[src/sys_pkg.sv]
// Shared types, host command codes and video timing defaults
// Timing defaults describe 1280x720 at 60 Hz

package sys_pkg;

	// ========================================
	// Widths with a meaning
	// ========================================

	typedef logic [15:0] word_t;
	typedef logic [7:0]  cmd_t;
	typedef logic [11:0] timing_t;
	typedef logic [15:0] sample_t;

	// Bit 4 mutes, bits 3:0 give the right shift
	typedef logic [4:0]  vol_t;

	typedef logic [7:0]  led_mask_t;

	// Host frame decoder
	typedef enum logic {
		st_cmd,
		st_data
	} host_state_t;

	// ========================================
	// Host commands
	// ========================================

	localparam cmd_t CMD_TIMING = 8'h20;
	localparam cmd_t CMD_LED    = 8'h25;
	localparam cmd_t CMD_VOLUME = 8'h26;

	// Data words that land in timing registers, the rest are dropped
	localparam int TIMING_WORDS = 8;

	// ========================================
	// Video timing defaults
	// ========================================

	localparam timing_t WIDTH_DEF  = 12'd1280;
	localparam timing_t HFP_DEF    = 12'd110;
	localparam timing_t HS_DEF     = 12'd40;
	localparam timing_t HBP_DEF    = 12'd220;
	localparam timing_t HEIGHT_DEF = 12'd720;
	localparam timing_t VFP_DEF    = 12'd5;
	localparam timing_t VS_DEF     = 12'd5;
	localparam timing_t VBP_DEF    = 12'd20;

	// Phase length counter in the sync normalizer
	localparam int SYNC_CNT_W = 16;

endpackage

[src/host_cmd.sv]
// Host must hold io_din stable while io_clk is high
// Register writes land 3 cycles after io_clk rises, together with io_ack

`timescale 1ns/10ps

module host_cmd (
	input  logic               FPGA_CLK2_50,
	input  logic               resetd,
	input  sys_pkg::word_t     io_din,
	input  logic               io_clk,
	input  logic               io_uio,
	output logic               io_ack,
	output sys_pkg::timing_t   width,
	output sys_pkg::timing_t   hfp,
	output sys_pkg::timing_t   hs_len,
	output sys_pkg::timing_t   hbp,
	output sys_pkg::timing_t   height,
	output sys_pkg::timing_t   vfp,
	output sys_pkg::timing_t   vs_len,
	output sys_pkg::timing_t   vbp,
	output sys_pkg::led_mask_t led_overtake,
	output sys_pkg::led_mask_t led_state,
	output sys_pkg::vol_t      vol_att
);
	import sys_pkg::*;

	logic        clk_d1;
	logic        clk_d2;
	logic        uio_d1;
	logic        uio_d2;
	word_t       din_d1;
	word_t       din_d2;
	logic        strobe;
	host_state_t state;
	cmd_t        cmd;
	logic [3:0]  cnt;

	// ========================================
	// Strobe synchronizer and acknowledge
	// ========================================

	always_ff @(posedge FPGA_CLK2_50) begin
		if (resetd) begin
			clk_d1 <= 1'b0;
			clk_d2 <= 1'b0;
			uio_d1 <= 1'b0;
			uio_d2 <= 1'b0;
			io_ack <= 1'b0;
		end else begin
			clk_d1 <= io_clk;
			clk_d2 <= clk_d1;
			uio_d1 <= io_uio;
			uio_d2 <= uio_d1;
			// Third stage doubles as the edge reference
			io_ack <= clk_d2;
		end
	end

	always_ff @(posedge FPGA_CLK2_50) begin
		din_d1 <= io_din;
		din_d2 <= din_d1;
	end

	assign strobe = clk_d2 & ~io_ack;

	// ========================================
	// Frame decoder
	// ========================================

	always_ff @(posedge FPGA_CLK2_50) begin
		if (resetd) begin
			state        <= st_cmd;
			cmd          <= '0;
			cnt          <= '0;
			width        <= WIDTH_DEF;
			hfp          <= HFP_DEF;
			hs_len       <= HS_DEF;
			hbp          <= HBP_DEF;
			height       <= HEIGHT_DEF;
			vfp          <= VFP_DEF;
			vs_len       <= VS_DEF;
			vbp          <= VBP_DEF;
			led_overtake <= '0;
			led_state    <= '0;
			vol_att      <= '0;
		end else if (!uio_d2) begin
			// Frame closed, next word is a command again
			state <= st_cmd;
		end else if (strobe) begin
			case (state)
				st_cmd: begin
					cmd   <= din_d2[7:0];
					cnt   <= '0;
					state <= st_data;
				end
				st_data: begin
					case (cmd)
						CMD_TIMING: begin
							// Words past the eighth carry PLL data, not used here
							if (cnt < TIMING_WORDS) begin
								cnt <= cnt + 4'd1;
								case (cnt[2:0])
									3'd0: width  <= din_d2[11:0];
									3'd1: hfp    <= din_d2[11:0];
									3'd2: hs_len <= din_d2[11:0];
									3'd3: hbp    <= din_d2[11:0];
									3'd4: height <= din_d2[11:0];
									3'd5: vfp    <= din_d2[11:0];
									3'd6: vs_len <= din_d2[11:0];
									default: vbp <= din_d2[11:0];
								endcase
							end
						end
						CMD_LED: begin
							led_overtake <= din_d2[15:8];
							led_state    <= din_d2[7:0];
						end
						CMD_VOLUME: begin
							vol_att <= din_d2[4:0];
						end
						default: begin
							// Unknown command, data dropped
						end
					endcase
				end
				default: begin
					state <= st_cmd;
				end
			endcase
		end
	end

endmodule

[src/audio_mix.sv]
// Two-cycle pipeline, one sample pair per cycle
// audio_s picks signed or unsigned samples; sums wrap at 16 bits

`timescale 1ns/10ps

module audio_mix (
	input  logic             FPGA_CLK2_50,
	input  logic             resetd,
	input  sys_pkg::sample_t audio_ls,
	input  sys_pkg::sample_t audio_rs,
	input  logic             audio_s,
	input  logic [1:0]       audio_mix,
	input  sys_pkg::vol_t    vol_att,
	output sys_pkg::sample_t audio_l,
	output sys_pkg::sample_t audio_r
);
	import sys_pkg::*;

	sample_t al;
	sample_t ar;
	logic    s_d1;

	// Right shift, arithmetic for signed samples
	function automatic sample_t shr(input sample_t x, input logic [3:0] n, input logic s);
		if (s) begin
			shr = $signed(x) >>> n;
		end else begin
			shr = x >> n;
		end
	endfunction

	// One output channel from its own and the opposite sample
	function automatic sample_t mix_ch(input sample_t own, input sample_t other,
			input logic [1:0] mix, input logic s);
		case (mix)
			2'd0: mix_ch = own;
			2'd1: mix_ch = own - shr(own, 4'd3, s) + shr(other, 4'd3, s);
			2'd2: mix_ch = own - shr(own, 4'd2, s) + shr(other, 4'd2, s);
			default: mix_ch = shr(own, 4'd1, s) + shr(other, 4'd1, s);
		endcase
	endfunction

	// ========================================
	// Stage 1, cross mix
	// ========================================

	always_ff @(posedge FPGA_CLK2_50) begin
		if (resetd) begin
			al   <= '0;
			ar   <= '0;
			s_d1 <= 1'b0;
		end else begin
			al   <= mix_ch(audio_ls, audio_rs, audio_mix, audio_s);
			ar   <= mix_ch(audio_rs, audio_ls, audio_mix, audio_s);
			s_d1 <= audio_s;
		end
	end

	// ========================================
	// Stage 2, attenuation
	// ========================================

	always_ff @(posedge FPGA_CLK2_50) begin
		if (resetd) begin
			audio_l <= '0;
			audio_r <= '0;
		end else if (vol_att[4]) begin
			audio_l <= '0;
			audio_r <= '0;
		end else begin
			// Signedness follows the sample now in stage 1
			audio_l <= shr(al, vol_att[3:0], s_d1);
			audio_r <= shr(ar, vol_att[3:0], s_d1);
		end
	end

endmodule

[src/panel_leds.sv]
// Board LED outputs are active high and registered one cycle after the inputs

`timescale 1ns/10ps

module panel_leds (
	input  logic               FPGA_CLK2_50,
	input  logic               resetd,
	input  logic               led_user,
	input  logic [1:0]         led_power,
	input  logic [1:0]         led_disk,
	input  sys_pkg::led_mask_t led_overtake,
	input  sys_pkg::led_mask_t led_state,
	output logic               led_p,
	output logic               led_d,
	output logic               led_u,
	output sys_pkg::led_mask_t led
);
	import sys_pkg::*;

	logic      p_c;
	logic      d_c;
	logic      u_c;
	led_mask_t dflt;

	assign p_c = led_power[1] ? ~led_power[0] : 1'b0;
	// Only bit 0 drives the disk LED
	assign d_c = ~led_disk[0];
	assign u_c = ~led_user;

	// Main bank pattern when the host does not override
	assign dflt = {3'b000, ~p_c, 1'b0, ~d_c, 1'b0, ~u_c};

	always_ff @(posedge FPGA_CLK2_50) begin
		if (resetd) begin
			led_p <= 1'b0;
			led_d <= 1'b0;
			led_u <= 1'b0;
			led   <= '0;
		end else begin
			led_p <= p_c;
			led_d <= d_c;
			led_u <= u_c;
			led   <= (led_overtake & led_state) | (~led_overtake & dflt);
		end
	end

endmodule

[src/sync_fix.sv]
// Output is high during the shorter sync phase, no added latency
// Polarity settles after two full periods; counter saturates on a stuck input

`timescale 1ns/10ps

module sync_fix (
	input  logic FPGA_CLK2_50,
	input  logic resetd,
	input  logic sync_in,
	output logic sync_out
);
	import sys_pkg::*;

	logic                  s1;
	logic                  s2;
	logic [SYNC_CNT_W-1:0] cnt;
	logic [SYNC_CNT_W-1:0] len_hi;
	logic [SYNC_CNT_W-1:0] len_lo;
	logic                  pol;

	always_ff @(posedge FPGA_CLK2_50) begin
		if (resetd) begin
			s1     <= 1'b0;
			s2     <= 1'b0;
			cnt    <= '0;
			len_hi <= '0;
			len_lo <= '0;
			pol    <= 1'b0;
		end else begin
			s1 <= sync_in;
			s2 <= s1;

			// Rising edge closes a low phase
			if (s1 & ~s2) begin
				len_lo <= cnt;
			end
			// Falling edge closes a high phase
			if (~s1 & s2) begin
				len_hi <= cnt;
			end

			if (s1 != s2) begin
				cnt <= '0;
			end else if (~&cnt) begin
				cnt <= cnt + 1'b1;
			end

			pol <= len_hi > len_lo;
		end
	end

	assign sync_out = sync_in ^ pol;

endmodule

[src/sys_core.sv]
// Always-on board core on a single 50 MHz clock
// Audio, LED and sync inputs come from the emulator side

`timescale 1ns/10ps

module sys_core (
	input  logic               FPGA_CLK2_50,
	input  logic               resetd,

	// Host command port
	input  sys_pkg::word_t     io_din,
	input  logic               io_clk,
	input  logic               io_uio,
	output logic               io_ack,

	// Audio
	input  sys_pkg::sample_t   audio_ls,
	input  sys_pkg::sample_t   audio_rs,
	input  logic               audio_s,
	input  logic [1:0]         audio_mix,
	output sys_pkg::sample_t   audio_l,
	output sys_pkg::sample_t   audio_r,

	// LEDs
	input  logic               led_user,
	input  logic [1:0]         led_power,
	input  logic [1:0]         led_disk,
	output logic               led_p,
	output logic               led_d,
	output logic               led_u,
	output sys_pkg::led_mask_t led,

	// Syncs
	input  logic               hs_in,
	input  logic               vs_in,
	output logic               hs_out,
	output logic               vs_out,

	// Video timing
	output sys_pkg::timing_t   width,
	output sys_pkg::timing_t   hfp,
	output sys_pkg::timing_t   hs_len,
	output sys_pkg::timing_t   hbp,
	output sys_pkg::timing_t   height,
	output sys_pkg::timing_t   vfp,
	output sys_pkg::timing_t   vs_len,
	output sys_pkg::timing_t   vbp
);
	import sys_pkg::*;

	vol_t      vol_att;
	led_mask_t led_overtake;
	led_mask_t led_state;

	host_cmd i_host_cmd (
		.FPGA_CLK2_50 (FPGA_CLK2_50),
		.resetd       (resetd),
		.io_din       (io_din),
		.io_clk       (io_clk),
		.io_uio       (io_uio),
		.io_ack       (io_ack),
		.width        (width),
		.hfp          (hfp),
		.hs_len       (hs_len),
		.hbp          (hbp),
		.height       (height),
		.vfp          (vfp),
		.vs_len       (vs_len),
		.vbp          (vbp),
		.led_overtake (led_overtake),
		.led_state    (led_state),
		.vol_att      (vol_att)
	);

	audio_mix i_audio_mix (
		.FPGA_CLK2_50 (FPGA_CLK2_50),
		.resetd       (resetd),
		.audio_ls     (audio_ls),
		.audio_rs     (audio_rs),
		.audio_s      (audio_s),
		.audio_mix    (audio_mix),
		.vol_att      (vol_att),
		.audio_l      (audio_l),
		.audio_r      (audio_r)
	);

	panel_leds i_panel_leds (
		.FPGA_CLK2_50 (FPGA_CLK2_50),
		.resetd       (resetd),
		.led_user     (led_user),
		.led_power    (led_power),
		.led_disk     (led_disk),
		.led_overtake (led_overtake),
		.led_state    (led_state),
		.led_p        (led_p),
		.led_d        (led_d),
		.led_u        (led_u),
		.led          (led)
	);

	sync_fix sync_h (
		.FPGA_CLK2_50 (FPGA_CLK2_50),
		.resetd       (resetd),
		.sync_in      (hs_in),
		.sync_out     (hs_out)
	);

	sync_fix sync_v (
		.FPGA_CLK2_50 (FPGA_CLK2_50),
		.resetd       (resetd),
		.sync_in      (vs_in),
		.sync_out     (vs_out)
	);

endmodule

[config.mk]
export PLATFORM = sky130hd
export DESIGN_NAME = sys_core
export DESIGN_NICKNAME = d
export VERILOG_FILES = /design/src/sys_pkg.sv /design/src/host_cmd.sv /design/src/audio_mix.sv /design/src/panel_leds.sv /design/src/sync_fix.sv /design/src/sys_core.sv
export SDC_FILE = /design/constraint.sdc
export NUM_CORES = 1
export LEC_CHECK = 0
export CORE_MARGIN = 8
export CORE_UTILIZATION = 60
export DETAILED_ROUTE_END_ITERATION = 6
export DONT_BUFFER_PORTS = 1
export HOLD_SLACK_MARGIN = 0.02
export PLACE_DENSITY = 0.76
export SYNTH_ARGS = -nofsm -noshare
export SYNTH_HDL_FRONTEND = slang
export SYNTH_SLANG_ARGS = --single-unit
[constraint.sdc]
create_clock -name FPGA_CLK2_50 -period 6.9 [get_ports FPGA_CLK2_50]
set_input_delay 0.345 -clock FPGA_CLK2_50 [delete_from_list [all_inputs] [get_ports FPGA_CLK2_50]]
set_output_delay 0.345 -clock FPGA_CLK2_50 [all_outputs]
set_load 0.02 [all_outputs]
# After elaboration in Yosys (flattened, before gate mapping)
# Index checks and enable logic that the tools add are counted.
# Widths: inputs -> output; s select.
# classes
add_sub_neg	12
magnitude_cmp	3
n_eq_ne	15
shift	4
muxes	26
bitwise_logic	23
reduce_logical	22
# op_table
operator	count
$mux 16	20
$pmux 16 s3	2
$add 16x16->16	5
$sub 16x16->16	4
$reduce_and 6->1	8
$add 16x1->16 const B	2
$gt 16x16->1	2
$reduce_and 16->1	2
$shr 16x4->16	2
$sshr 16x4->16	2
$eq 8x6->1 const B	3
$not 1->1	12
$reduce_and 4->1	3
$eq 3x3->1 const B	3
$and 8x5->8	1
$and 8x8->8	1
$mux 4	2
$not 8->8	1
$or 8x8->8	1
$pmux 4 s2	1
$reduce_or 2->1	4
$reduce_or 7->1	1
$eq 3x2->1 const B	2
$and 1x1->1	5
other kinds (13)	16
# word_totals
reg_bits	345
input_bits	62
out_inout_bits	142
elab_cells	147

# Logic depth before layout (Yosys ltp)
# Gate-level depths: netlist of the first run.
# logic_depth
word_depth	6
mapped_depth	14
ltp_nobuf	14

# By module
# A second synthesis of the first run with hierarchy kept.
# unflattened
hier_cells	2300
area_unflattened_um2	20264.4
# by_module_without_submodules
module	instances	cells_each	area_per_inst_um2	seq_area_each_um2
audio_mix	1	1156	9170.0	1301.2
host_cmd	1	580	5856.9	3343.2
sync_fix	2	266	2446.1	1021.0
panel_leds	1	32	345.3	220.2

# Least setup slack after synthesis of the first run
# Ideal clock, no wire load.
# synth_timing
path_type	input -> register
start	in audio_ls[2]
end	reg i_audio_mix.al[14]
setup_time_ns	0.088
arrival_time_ns	2.901
t_required_ns	6.812
setup_slack_ns	3.911
path_stages	12
n_path_buf	0
path_cell_list	inv_1 fa_1 inv_1 ha_1 nor2b_1 o31ai_1 a21oi_1 a311o_1 a21oi_1 o21ai_0 mux2i_1 nor4_2
# synth_via
elab_chain_cells	6
elab_cells_between_ends	12
cone_classes	5 x add/sub; 7 x mux
# synth_lines
item	line	text
from (decl)	sys_core.sv:17	input sys_pkg::sample_t audio_ls,
$mux 16	audio_mix.sv:25	if (s) begin
$mux 16	audio_mix.sv:35	case (mix)
$mux 16	audio_mix.sv:48	if (resetd) begin
$sub 16x16->16	audio_mix.sv:38	2'd2: mix_ch = own - shr(own, 4'd2, s) + shr(other, 4'd2, s);
$add 16x16->16	audio_mix.sv:38	
$pmux 16 s3 (*)	audio_mix.sv:35	
to (signal assigned)	audio_mix.sv:53	al <= mix_ch(audio_ls, audio_rs, audio_mix, audio_s);
to (decl)	audio_mix.sv:19	sample_t al;
# Mark *: on every way between the ends. The rest lies on a longest branch, timed or not. The select of a mux whose other input is x is not followed.
# A chain may end at the register's enable or synchronous reset.

# Worst setup path after layout of the first run
# layout_timing
start	in audio_rs[3]
end	reg i_audio_mix.al[10]
# layout_via
elab_chain_cells	5
elab_cells_between_ends	13
cone_classes	3 x add/sub; 10 x mux
# layout_lines
item	line	text
from (decl)	sys_core.sv:18	input sys_pkg::sample_t audio_rs,
$mux 16	audio_mix.sv:25	
$mux 16	audio_mix.sv:35	
$mux 16	audio_mix.sv:48	
$add 16x16->16, on equally long branches	audio_mix.sv:39, audio_mix.sv:37, audio_mix.sv:38	
$pmux 16 s3 (*)	audio_mix.sv:35	
# Marked as above.

==> results of run 1 <==
==> worst max-delay path, delay by kind of cell <==
kind | cells | cell delay (ns)
AOI/OAI and AO/OA | 6 | 1.62
adders and majority gates | 3 | 0.90
buffers and inverters | 3 | 0.37
and+or+nand+nor | 2 | 0.35
==> kinds of logic after synthesis <==
group | after synthesis
buffers and inverters | 323
adders and majority gates | 194
muxes | 152
DFF | 345
AOI/OAI and AO/OA | 444
and+or+nand+nor | 740
xor gates and xnor gates | 79
==> what timing repair did <==
item,in CTS,in global routing
setup endpoints to repair,0,0
endpoints found under the hold margin,218,0
hold buffers,28,0
==> worst max path at each step <==
stage / end / startpoint / depth (start not counted)
global placement: i_audio_mix.al[10] / audio_rs[3] / 14
finish: i_audio_mix.al[10] / audio_rs[3] / 14
floorplan: i_audio_mix.al[14] / audio_ls[2] / 12
detailed placement: i_audio_mix.al[10] / audio_rs[3] / 14
global route: i_audio_mix.al[10] / audio_rs[3] / 14
CTS: i_audio_mix.al[10] / audio_rs[3] / 14
==> metrics by stage <==
step                setup WS (ns)  hold slack [ns]
floorplan                    3.91            0.310
global placement             3.27            0.312
detailed placement           3.23            0.313
CTS                          3.76           0.0232
global route                 3.44           0.0711
finish                       3.66           0.0414
==> state kept, by name, indices dropped and copies added, names as in the netlist, 16 cells and up <==
name and count:
i_audio_mix.al 16, i_audio_mix.ar 16, i_audio_mix.audio_l 16, i_audio_mix.audio_r 16, i_host_cmd.din_d1 16, i_host_cmd.din_d2 16, sync_h.cnt 16, sync_h.len_hi 16
sync_h.len_lo 16, sync_v.cnt 16, sync_v.len_hi 16, sync_v.len_lo 16
==> cell usage in the layout (no fill, tap or decap), drive strengths merged, types with 10 or more instances in the layout <==
cell / Yosys / layout
a221oi: 10 / 10
ha: 135 / 135
nand4: 14 / 14
a21oi: 180 / 180
xor2: 37 / 37
o22ai: 13 / 13
mux2: 13 / 13
and3: 19 / 19
a21o: 18 / 18
dlygate4sd3: 0 / 27
a211oi: 39 / 39
dfxtp: 345 / 345
nand2b: 12 / 12
o21a: 26 / 26
or2: 10 / 10
mux2i: 132 / 132
xnor2: 42 / 42
nor4: 15 / 15
nand2: 267 / 267
inv: 213 / 216
o21ai: 69 / 69
a31oi: 10 / 10
nand3: 48 / 48
nor2b: 36 / 36
nor3: 34 / 34
and2: 15 / 15
clkbuf: 92 / 46
o31ai: 11 / 11
nor2: 255 / 255
fa: 59 / 59
==> metal layers <==
layer / vias up / global-route usage, %
met5: - / 0
met4: 0 / 8.37
met3: 95 / 3.80
met2: 666 / 42.9
met1: 7454 / 33.1
li1: 7604 / -
==> where the power goes <==
group / internal, uW / switching, uW
logic: 465 / 649
clock network: 1180 / 772
registers: 2060 / 82.4
==> area by class of cell <==
| class | count | area (sq um) | share of cell area (%) |
|---|---|---|---|
| Multi-Input combinational cell | 1609 | 11300 | 53.6 |
| Sequential cell | 345 | 6910 | 32.8 |
| Clock buffer | 46 | 998 | 4.74 |
| Inverter | 213 | 800 | 3.80 |
| Tap cell | 408 | 510 | 2.42 |
| Timing Repair Buffer | 34 | 343 | 1.63 |
| Clock inverter | 14 | 210 | 0.998 |
==> reports/metrics.yaml, run 1 <==
cts:
  clk_latency_ns: 0.52
  postCtsSetupRepairBufs: 0
  clockRootBuffer: "clkbuf_16"
  clock-sinks: 345
  htree_levels: 2
  cts_tree: "done"
  cts_buffer_depth: 3
  path_clk_slew_ns: 0.06
  numCtsBuffers: 36
  cts_resized: 0
synthesis:
  syn_area_sq_um: 19400
  synth-compound-area-share_pct: 14.6
  synth.area.top_cells: "dfxtp_1 (36%), ha_1 (8.7%), mux2i_1 (6.8%), fa_1 (6.1%), nand2_1 (5.2%)"
  seq_area_frac_synth_pct: 35.6
  synth_mux_area_share_pct: 8.37
  yosysUniqueCellTypes: 77
  synthAdderAreaFrac_pct: 14.8
  synth_top_area_cell: "dfxtp_1"
  synth_simple_gate_area_share_pct: 16.8
  ys.flop_type: "dfxtp_1"
  synth.avg_cell_area_sq_um: 8.53
  synth_top_family_by_area: "simple AND/OR/NAND/NOR gates"
  synth-seq-cells: 345
  async_flop_share_pct: 0
  synth_xor_area_share_pct: 3.56
  yosys_warnings: 0
  synthCells: 2277
  synth_top_cells_by_count: "dfxtp_1 (345), nand2_1 (267), nor2_1 (255), inv_1 (213), a21oi_1 (180)"
  yosysMostFrequentCell: "dfxtp_1"
  synth_enable_flop_cells: 0
  syn_nets: 2533
  netlist.area_leader.share_pct: 35.6
detailed_routing:
  met1_length_microns: 21000
  dr_wl_met2_microns: 23800
  vias: 15800
  ant_nets: 0
  wl_microns: 50400
  drtIter0Drc: 1506
  drc: 0
  via_per_inst: 5.93
  route.met3.wl_microns: 4200
  drtPass1Iterations: 7
  top_layer_used: "met4"
  wl_per_cell_microns: 18.9
sta:
  skew_ns: 0.0135
  setup_viol: 0
  fmax_mhz: 309
  relSlewSlack_pct: 18.2
  rsz0062_at_grt: "false"
  period_needed_ns: 3.24
  fin_crit_sh_pct: 46.9
  tightest_slew_ns: 1.23
  drv_slew: 0
  hold_violations: 0
  setup-tns-final_ns: 0
pwr:
  p_leak_uw: 0.00873
  power.density_nw_per_um2: 247
  power_uw: 5210
  ir_drop_mv: 0.199
layout:
  diodes: 0
  drive_gt1_share_pct: 4.51
  final_nets: 2495
  areaGrowthSynthToFinish_pct: 8.46
  instances_no_fill: 2669
  stdcell_area_sq_um: 21100
  final_util_pct: 65.4
  fillers: 2621
critical_path:
  cp_max_fo: 6
  cpPeakStageDelay_ns: 0.49
  r2r_start: "i_host_cmd.cmd[0]"
  critPathSlowestCell: "a221oi_1"
  cp_common_cell: "inv_1"
  timing.rr.end: "i_host_cmd.vbp[3]"
  crit_path_end_kind: "flip-flop"
  reg2reg_slack_ns: 4.41
  crit_type: "input pin to flip-flop"
  worstSetupStartpointType: "input pin"
  cp.arrival_ns: 3.60
  cp_data_required_time_ns: 7.26
  path_cells: "inv_1 -> ha_1 -> inv_1 -> ha_1 -> inv_1 -> fa_1 -> nor2b_1 -> o31a_1 -> o31a_1 -> a21boi_1 -> nor2_1 -> a2111oi_0 -> a2111o_1 -> a221oi_1"
  rr_worst_depth: 6
global_route:
  grt_max_degree: 200
  antenna_found_initial: 0
  track_usage_pct: 25.5
  grt_pass1_vias: 15300
  grt_pass1_wl_microns: 80100
  grt_overflow: 0
floorplanning:
  io_pins: 204
  dieArea_sq_um: 38400
  rows: 66
  initial_core_util_pct: 60.3
  core_area_sq_um: 32200
  die_w_microns: 196
  die_y_microns: 196
place:
  gp_congestion: 0.982
  placed_area_sq_um: 19600
  dp_cells: 2581
  io_buffers: 0
  dp_hpwl_microns: 37100
min_path:
  min_path_cells: 2
  min_from: "audio_mix[0]"
  hp-class: "input pin to flip-flop"
  min_to: "i_audio_mix.ar[11]"
flow_run:
  drv_cap: 0
status:
  status: "complete, no violations"
Note: power is estimated with default switching activity, not from simulation.
==> run 2, diff against run 1 <==
Settings changed: CORE_UTILIZATION 60 to 58.
Clock period 6.9 ns to 2.91 ns, I/O delays scaled along.
==> run 2 against run 1 <==
- first-iteration DRC count is 14% lower
- core utilization up 2.4 points
- critical path depth shrank 1
- clock power up 130%
- flip-flop and latch count is the same
- critical path type unchanged
- critical endpoint is now i_audio_mix.ar[4]
- largest cell class unchanged
- highest routed layer is now met5
==> reports/metrics.yaml, run 2 (synthesized netlist as in run 1, its figures left out) <==
min_path:
  min_path_cells: 4  # +2
  hp-class: "input pin to flip-flop"
place:
  gp_congestion: 0.970  # -1.3%
  dp_cells: 2707  # +4.9%
  io_buffers: 0  # unchanged
  dp_hpwl_microns: 40000  # +7.9%
  post-place-ws_ns: -0.279  # -3.51 ns
  placed_area_sq_um: 20300  # +3.6%
floorplanning:
  die_w_microns: 199  # +1.6%
  dieArea_sq_um: 39600  # +3.2%
  core_area_sq_um: 33300  # +3.3%
  die_y_microns: 199  # +1.6%
  initial_core_util_pct: 58.4  # -1.9 points
  io_pins: 204  # unchanged
  rows: 67  # +1.5%
pwr:
  power.density_nw_per_um2: 558  # +130%
  p_int_uw: 8780  # +140%
  p_leak_uw: 0.00957  # +9.7%
  power_switching_share_pct: 30.3  # +1.4 points
  p_sw_uw: 3810  # +150%
  comb_power_share_pct: 24.2  # +2.8 points
  clkPwrFrac_pct: 35.2  # -2.3 points
  ir_drop_mv: 0.399  # +100%
  seqPwrFrac_pct: 40.6  # -0.5 points
layout:
  instances_no_fill: 2875  # +7.7%
  fillers: 2626  # +0.19%
  stdcell_area_sq_um: 22600  # +7.2%
  final_cell_mix: "dfxtp_1 (344), nand2_1 (267), nor2_1 (254)"
  seq_area_sq_um: 6910  # unchanged
  final_nets: 2657  # +6.5%
  drive_gt1_share_pct: 8.82  # +4.3 points
  multi_input_area_sq_um: 11400  # +0.64%
  final_common_cell: "dfxtp_1"
  areaGrowthSynthToFinish_pct: 16.2
sta:
  finalWorstSetupSlack_ns: 0.103  # -3.56 ns
  setup_viol: 0  # unchanged
  rsz0062_at_grt: "true"
  drv_slew: 0  # unchanged
  period_needed_ns: 2.81
  relSlewSlack_pct: 30.8  # +13 points
  fmax_mhz: 356
  skew_ns: 0.0324  # +0.0189 ns
  fin_crit_sh_pct: 96.5
  hold_violations: 0  # unchanged
  tightest_slew_ns: 1.04  # -0.190 ns
critical_path:
  crit_type: "input pin to flip-flop"
  rr_worst_depth: 8  # +2
  cp_data_required_time_ns: 3.29  # -3.97 ns
  worstSetupStartpointType: "input pin"
  crit_path_end_kind: "flip-flop"
  cp.arrival_ns: 3.18  # -0.42 ns
  cp_max_fo: 6  # unchanged
cts:
  cts_buffer_depth: 3  # unchanged
  clk_latency_ns: 0.54  # +0.02 ns
  cts_tree: "done"
  path_clk_slew_ns: 0.06  # about the same
  htree_levels: 2  # unchanged
  clock-sinks: 345  # unchanged
  clockRootBuffer: "clkbuf_16"
  numCtsBuffers: 34  # -5.6%
global_route:
  grt_pass1_vias: 16700  # +9.1%
  grt_pass1_wl_microns: 89800  # +12%
  grt_overflow: 0  # unchanged
  grt_max_degree: 159  # -21%
  track_usage_pct: 28.4  # +2.9 points
  antenna_found_initial: 1  # +1
detailed_routing:
  ant_nets: 0  # unchanged
  drtPass1Iterations: 5  # -2
  vias: 16700  # +5.9%
  drc: 0  # unchanged
  wl_microns: 57500  # +14%
  via_per_inst: 5.83  # -1.7%
  drtIter0Drc: 1299  # -14%
  wl_per_cell_microns: 20.0  # +5.9%
status:
  status: "complete, no violations"
flow_run:
  drv_cap: 0  # unchanged
[run 2: metal layers]
metal  wire length (microns)  global-route usage, %  up-vias  part of all wire (%)
li1                        -                      -     7939                     -
met5                      13                      0        -                 0.023
met2                   26800                   46.7      760                    47
met4                    1590                   9.11        2                   2.8
met3                    5670                   6.33      132                   9.9
met1                   23500                   36.6     7916                    41
[run 2: stage by stage]
stage	util, %	setup TNS (ns)	hold WS [ns]	power [uW]
finish	67.8	0	0.0401	12600
global route	67.8	-0.297	0.0367	13100
CTS	67.4	0	0.0202	12500
detailed placement	60.9	-1.19	0.173	7990
global placement	60.9	-0.699	0.173	7940
floorplan	-	0	0.173	7130
[run 2: power by group through the flow]
stage | Sequential, uW | Clock, uW | Combinational [uW]
3_3_place_gp | 5210 | 0 | 2730
5_1_grt | 5130 | 4660 | 3350
3_5_place_dp | 5220 | 0 | 2770
6_report | 5110 | 4430 | 3050
4_1_cts | 5110 | 4470 | 2930
2_1_floorplan | 5110 | 0 | 2020
[run 2: area by class of cell]
type                       count  share of cell area, %
clock inverter                18                  0.837
timing repair buffer         198                   7.94
antenna                        1                 0.0111
multi-input combinational   1609                   50.3
sequential                   345                   30.6
inverter                     213                   3.59
tap                          448                   2.48
clock buffer                  43                   4.19
[run 2: path summary, 6_finish.rpt]
| kind | slack (ns) | endpoint | startpoint |
|---|---|---|---|
| max | 0.10 | i_audio_mix.ar[4] | audio_ls[4] |
| min | 0.04 | i_audio_mix.ar[12] | audio_mix[0] |
| max reg2reg | 0.10 | i_host_cmd.vs_len[1] | i_host_cmd.cmd[0] |
| min reg2reg | 0.32 | i_host_cmd.din_d2[4] | i_host_cmd.din_d1[4] |
[run 2: worst max-delay path, stage by stage]
cell and delay [ns]:
clkinvlp_4 0.12, buf_12 0.16, fa_1 0.52, fa_1 0.41, nor2b_1 0.15, o21ai_0 0.14
nor2b_1 0.18, xnor2_1 0.16, mux2i_1 0.15, dlygate4sd3_1 0.57, nor2_1 0.04, a211oi_1 0.36
nor2_1 0.07
[run 2: repair_timing]
action                                  CTS  global route
buffers inserted                          0             5
resized for setup                         0            21
hold buffers                            100             2
endpoints found under the setup margin    0            35
hold endpoints to repair                237             1
==> run 3, diff against run 2 <==
Settings changed: CORE_UTILIZATION 58 to 60.
Clock period 2.91 ns to 2.7 ns, I/O delays scaled along.
==> run 3 against run 2 <==
- global-route usage rose by 1.2 points
- critical path depth fell by 5
- routed wire length rose by 1.8%
- largest cell class unchanged
==> reports/metrics.yaml, run 3 (synthesized netlist as in run 1, its figures left out) <==
detailed_routing:
  drtPass1Iterations: 5  # unchanged
  wl_per_cell_microns: 20.1  # +0.56%
  vias: 17300  # +3.1%
  via_per_inst: 5.93  # +1.8%
  drtIter0Drc: 1233  # -5.1%
  drc: 0  # unchanged
  ant_nets: 0  # unchanged
  wl_microns: 58500  # +1.8%
floorplanning:
  die_y_microns: 196  # -1.5%
  dieArea_sq_um: 38400  # -3.1%
  core_area_sq_um: 32200  # -3.2%
  io_pins: 204  # unchanged
  initial_core_util_pct: 60.3  # +1.9 points
  rows: 66  # -1.5%
  die_w_microns: 196  # -1.5%
cts:
  clockRootBuffer: "clkbuf_16"
  numCtsBuffers: 36  # +5.9%
  path_clk_slew_ns: 0.06  # about the same
  htree_levels: 2  # unchanged
  clock-sinks: 345  # unchanged
  clk_latency_ns: 0.53  # about the same
  postCtsSetupRepairBufs: 0  # unchanged
  cts_tree: "done"
  cts_buffer_depth: 3  # unchanged
sta:
  period_needed_ns: 2.59
  setup_viol: 0  # unchanged
  tightest_slew_ns: 1.13  # +0.0900 ns
  rsz0062_at_grt: "true"
  skew_ns: 0.0146  # -0.0178 ns
  fin_crit_sh_pct: 95.8
  setup-tns-final_ns: 0  # unchanged
  fmax_mhz: 386
  drv_slew: 0  # unchanged
  relSlewSlack_pct: 24.7  # -6.0 points
  hold_violations: 0  # unchanged
  whs_ns: 0.0375  # -0.00253 ns
global_route:
  grt_pass1_vias: 17100  # +2.6%
  grt_max_degree: 148  # -6.9%
  grt_overflow: 0  # unchanged
  track_usage_pct: 29.6  # +1.2 points
  grt_pass1_wl_microns: 91700  # +2.1%
  antenna_found_initial: 0  # -1
layout:
  diodes: 0  # -1
  final_cell_mix: "dfxtp_1 (344), nand2_1 (267), nor2_1 (255)"
  drive_gt1_share_pct: 10.9  # +2.1 points
  fillers: 2413  # -8.1%
  instances_no_fill: 2911  # +1.3%
  final_common_cell: "dfxtp_1"
  final_nets: 2733  # +2.9%
  final_util_pct: 72.3  # +4.4 points
  areaGrowthSynthToFinish_pct: 19.8
flow_run:
  drv_cap: 0  # unchanged
critical_path:
  crit_path_end_kind: "flip-flop"
  crit_type: "flip-flop to flip-flop"
  worstSetupStartpointType: "flip-flop"
  cp_data_required_time_ns: 3.10  # -0.19 ns
  cp.arrival_ns: 2.99  # -0.19 ns
  cp_max_fo: 16  # +10
place:
  dp_hpwl_microns: 40600  # +1.5%
  dp_cells: 2737  # +1.1%
  gp_congestion: 0.965  # -0.45%
  io_buffers: 0  # unchanged
status:
  status: "complete, no violations"
pwr:
  power.density_nw_per_um2: 623  # +12%
  p_leak_uw: 0.0101  # +5.2%
  ir_drop_mv: 0.428  # +7.2%
min_path:
  hp-class: "input pin to flip-flop"
==> run 3: changes by cell type in the layout (fill, tap and decap cells not counted), sizes merged, moves of 4 or more <==
cell,change
clkinv,-6
clkbuf,+4
inv,+4
dlygate4sd3,+9
clkinvlp,-5
buf,+65
bufinv,+6
==> run 3: path summary, 6_finish.rpt <==
kind                            depth (start not counted)  slack, ns                         end                 start
worst max-delay path                                    8       0.11  i_host_cmd.led_overtake[5]     i_host_cmd.io_ack
worst min-delay path                                    3       0.04           i_audio_mix.al[3]          audio_mix[1]
worst max register to register                          8       0.11  i_host_cmd.led_overtake[5]     i_host_cmd.io_ack
worst min register to register                          0       0.33        i_host_cmd.din_d2[3]  i_host_cmd.din_d1[3]
==> run 3: power breakdown <==
part / total, uW / switching (uW) / internal (uW)
Combinational: 3440 / 1840 / 1600
Clock: 5570 / 2140 / 3420
Sequential: 5500 / 239 / 5270
==> run 3: final cells by class <==
class                   count  area [sq um]  area share (%)
inverters                 213           800            3.44
clock inverters            17           328            1.41
multi-input cells        1609         11400            48.8
clock buffers              47          1000            4.31
well taps                 408           510            2.19
repair buffers            272          2370            10.2
flip-flops and latches    345          6910            29.7
==> run 3: layer usage <==
layer	vias up	track usage, %	wire length [microns]
li1	8103	-	-
met1	8336	37.5	24300
met2	680	49.5	27400
met3	147	5.12	4510
met4	0	12.0	2320
met5	-	0	0
==> run 3: through the flow <==
stage | setup WS, ns | cell area, sq um | total power (uW)
2_1_floorplan | -0.00760 | 19400 | 7690
3_3_place_gp | -0.279 | 20800 | 8730
3_5_place_dp | -0.364 | 20800 | 8790
4_1_cts | 0.0208 | 23200 | 14400
5_1_grt | 0.00520 | 23300 | 15100
6_report | 0.112 | 23300 | 14500
==> run 3: what timing repair did <==
item | in CTS | in global routing
hold buffers | 110 | 0
gates resized for setup | 0 | 10
setup endpoints to repair | 0 | 21
endpoints found under the hold margin | 236 | 0
==> run 3: worst max-delay path, cell delays in order, from the launching register on <==
cell and delay [ns]:
dfxtp_1 0.38, nor2b_2 0.23, and2_1 0.22, nand4_1 0.19, nor3b_2 0.20, buf_4 0.33, mux2i_1 0.29, nor2_1 0.06
dlygate4sd3_1 0.56
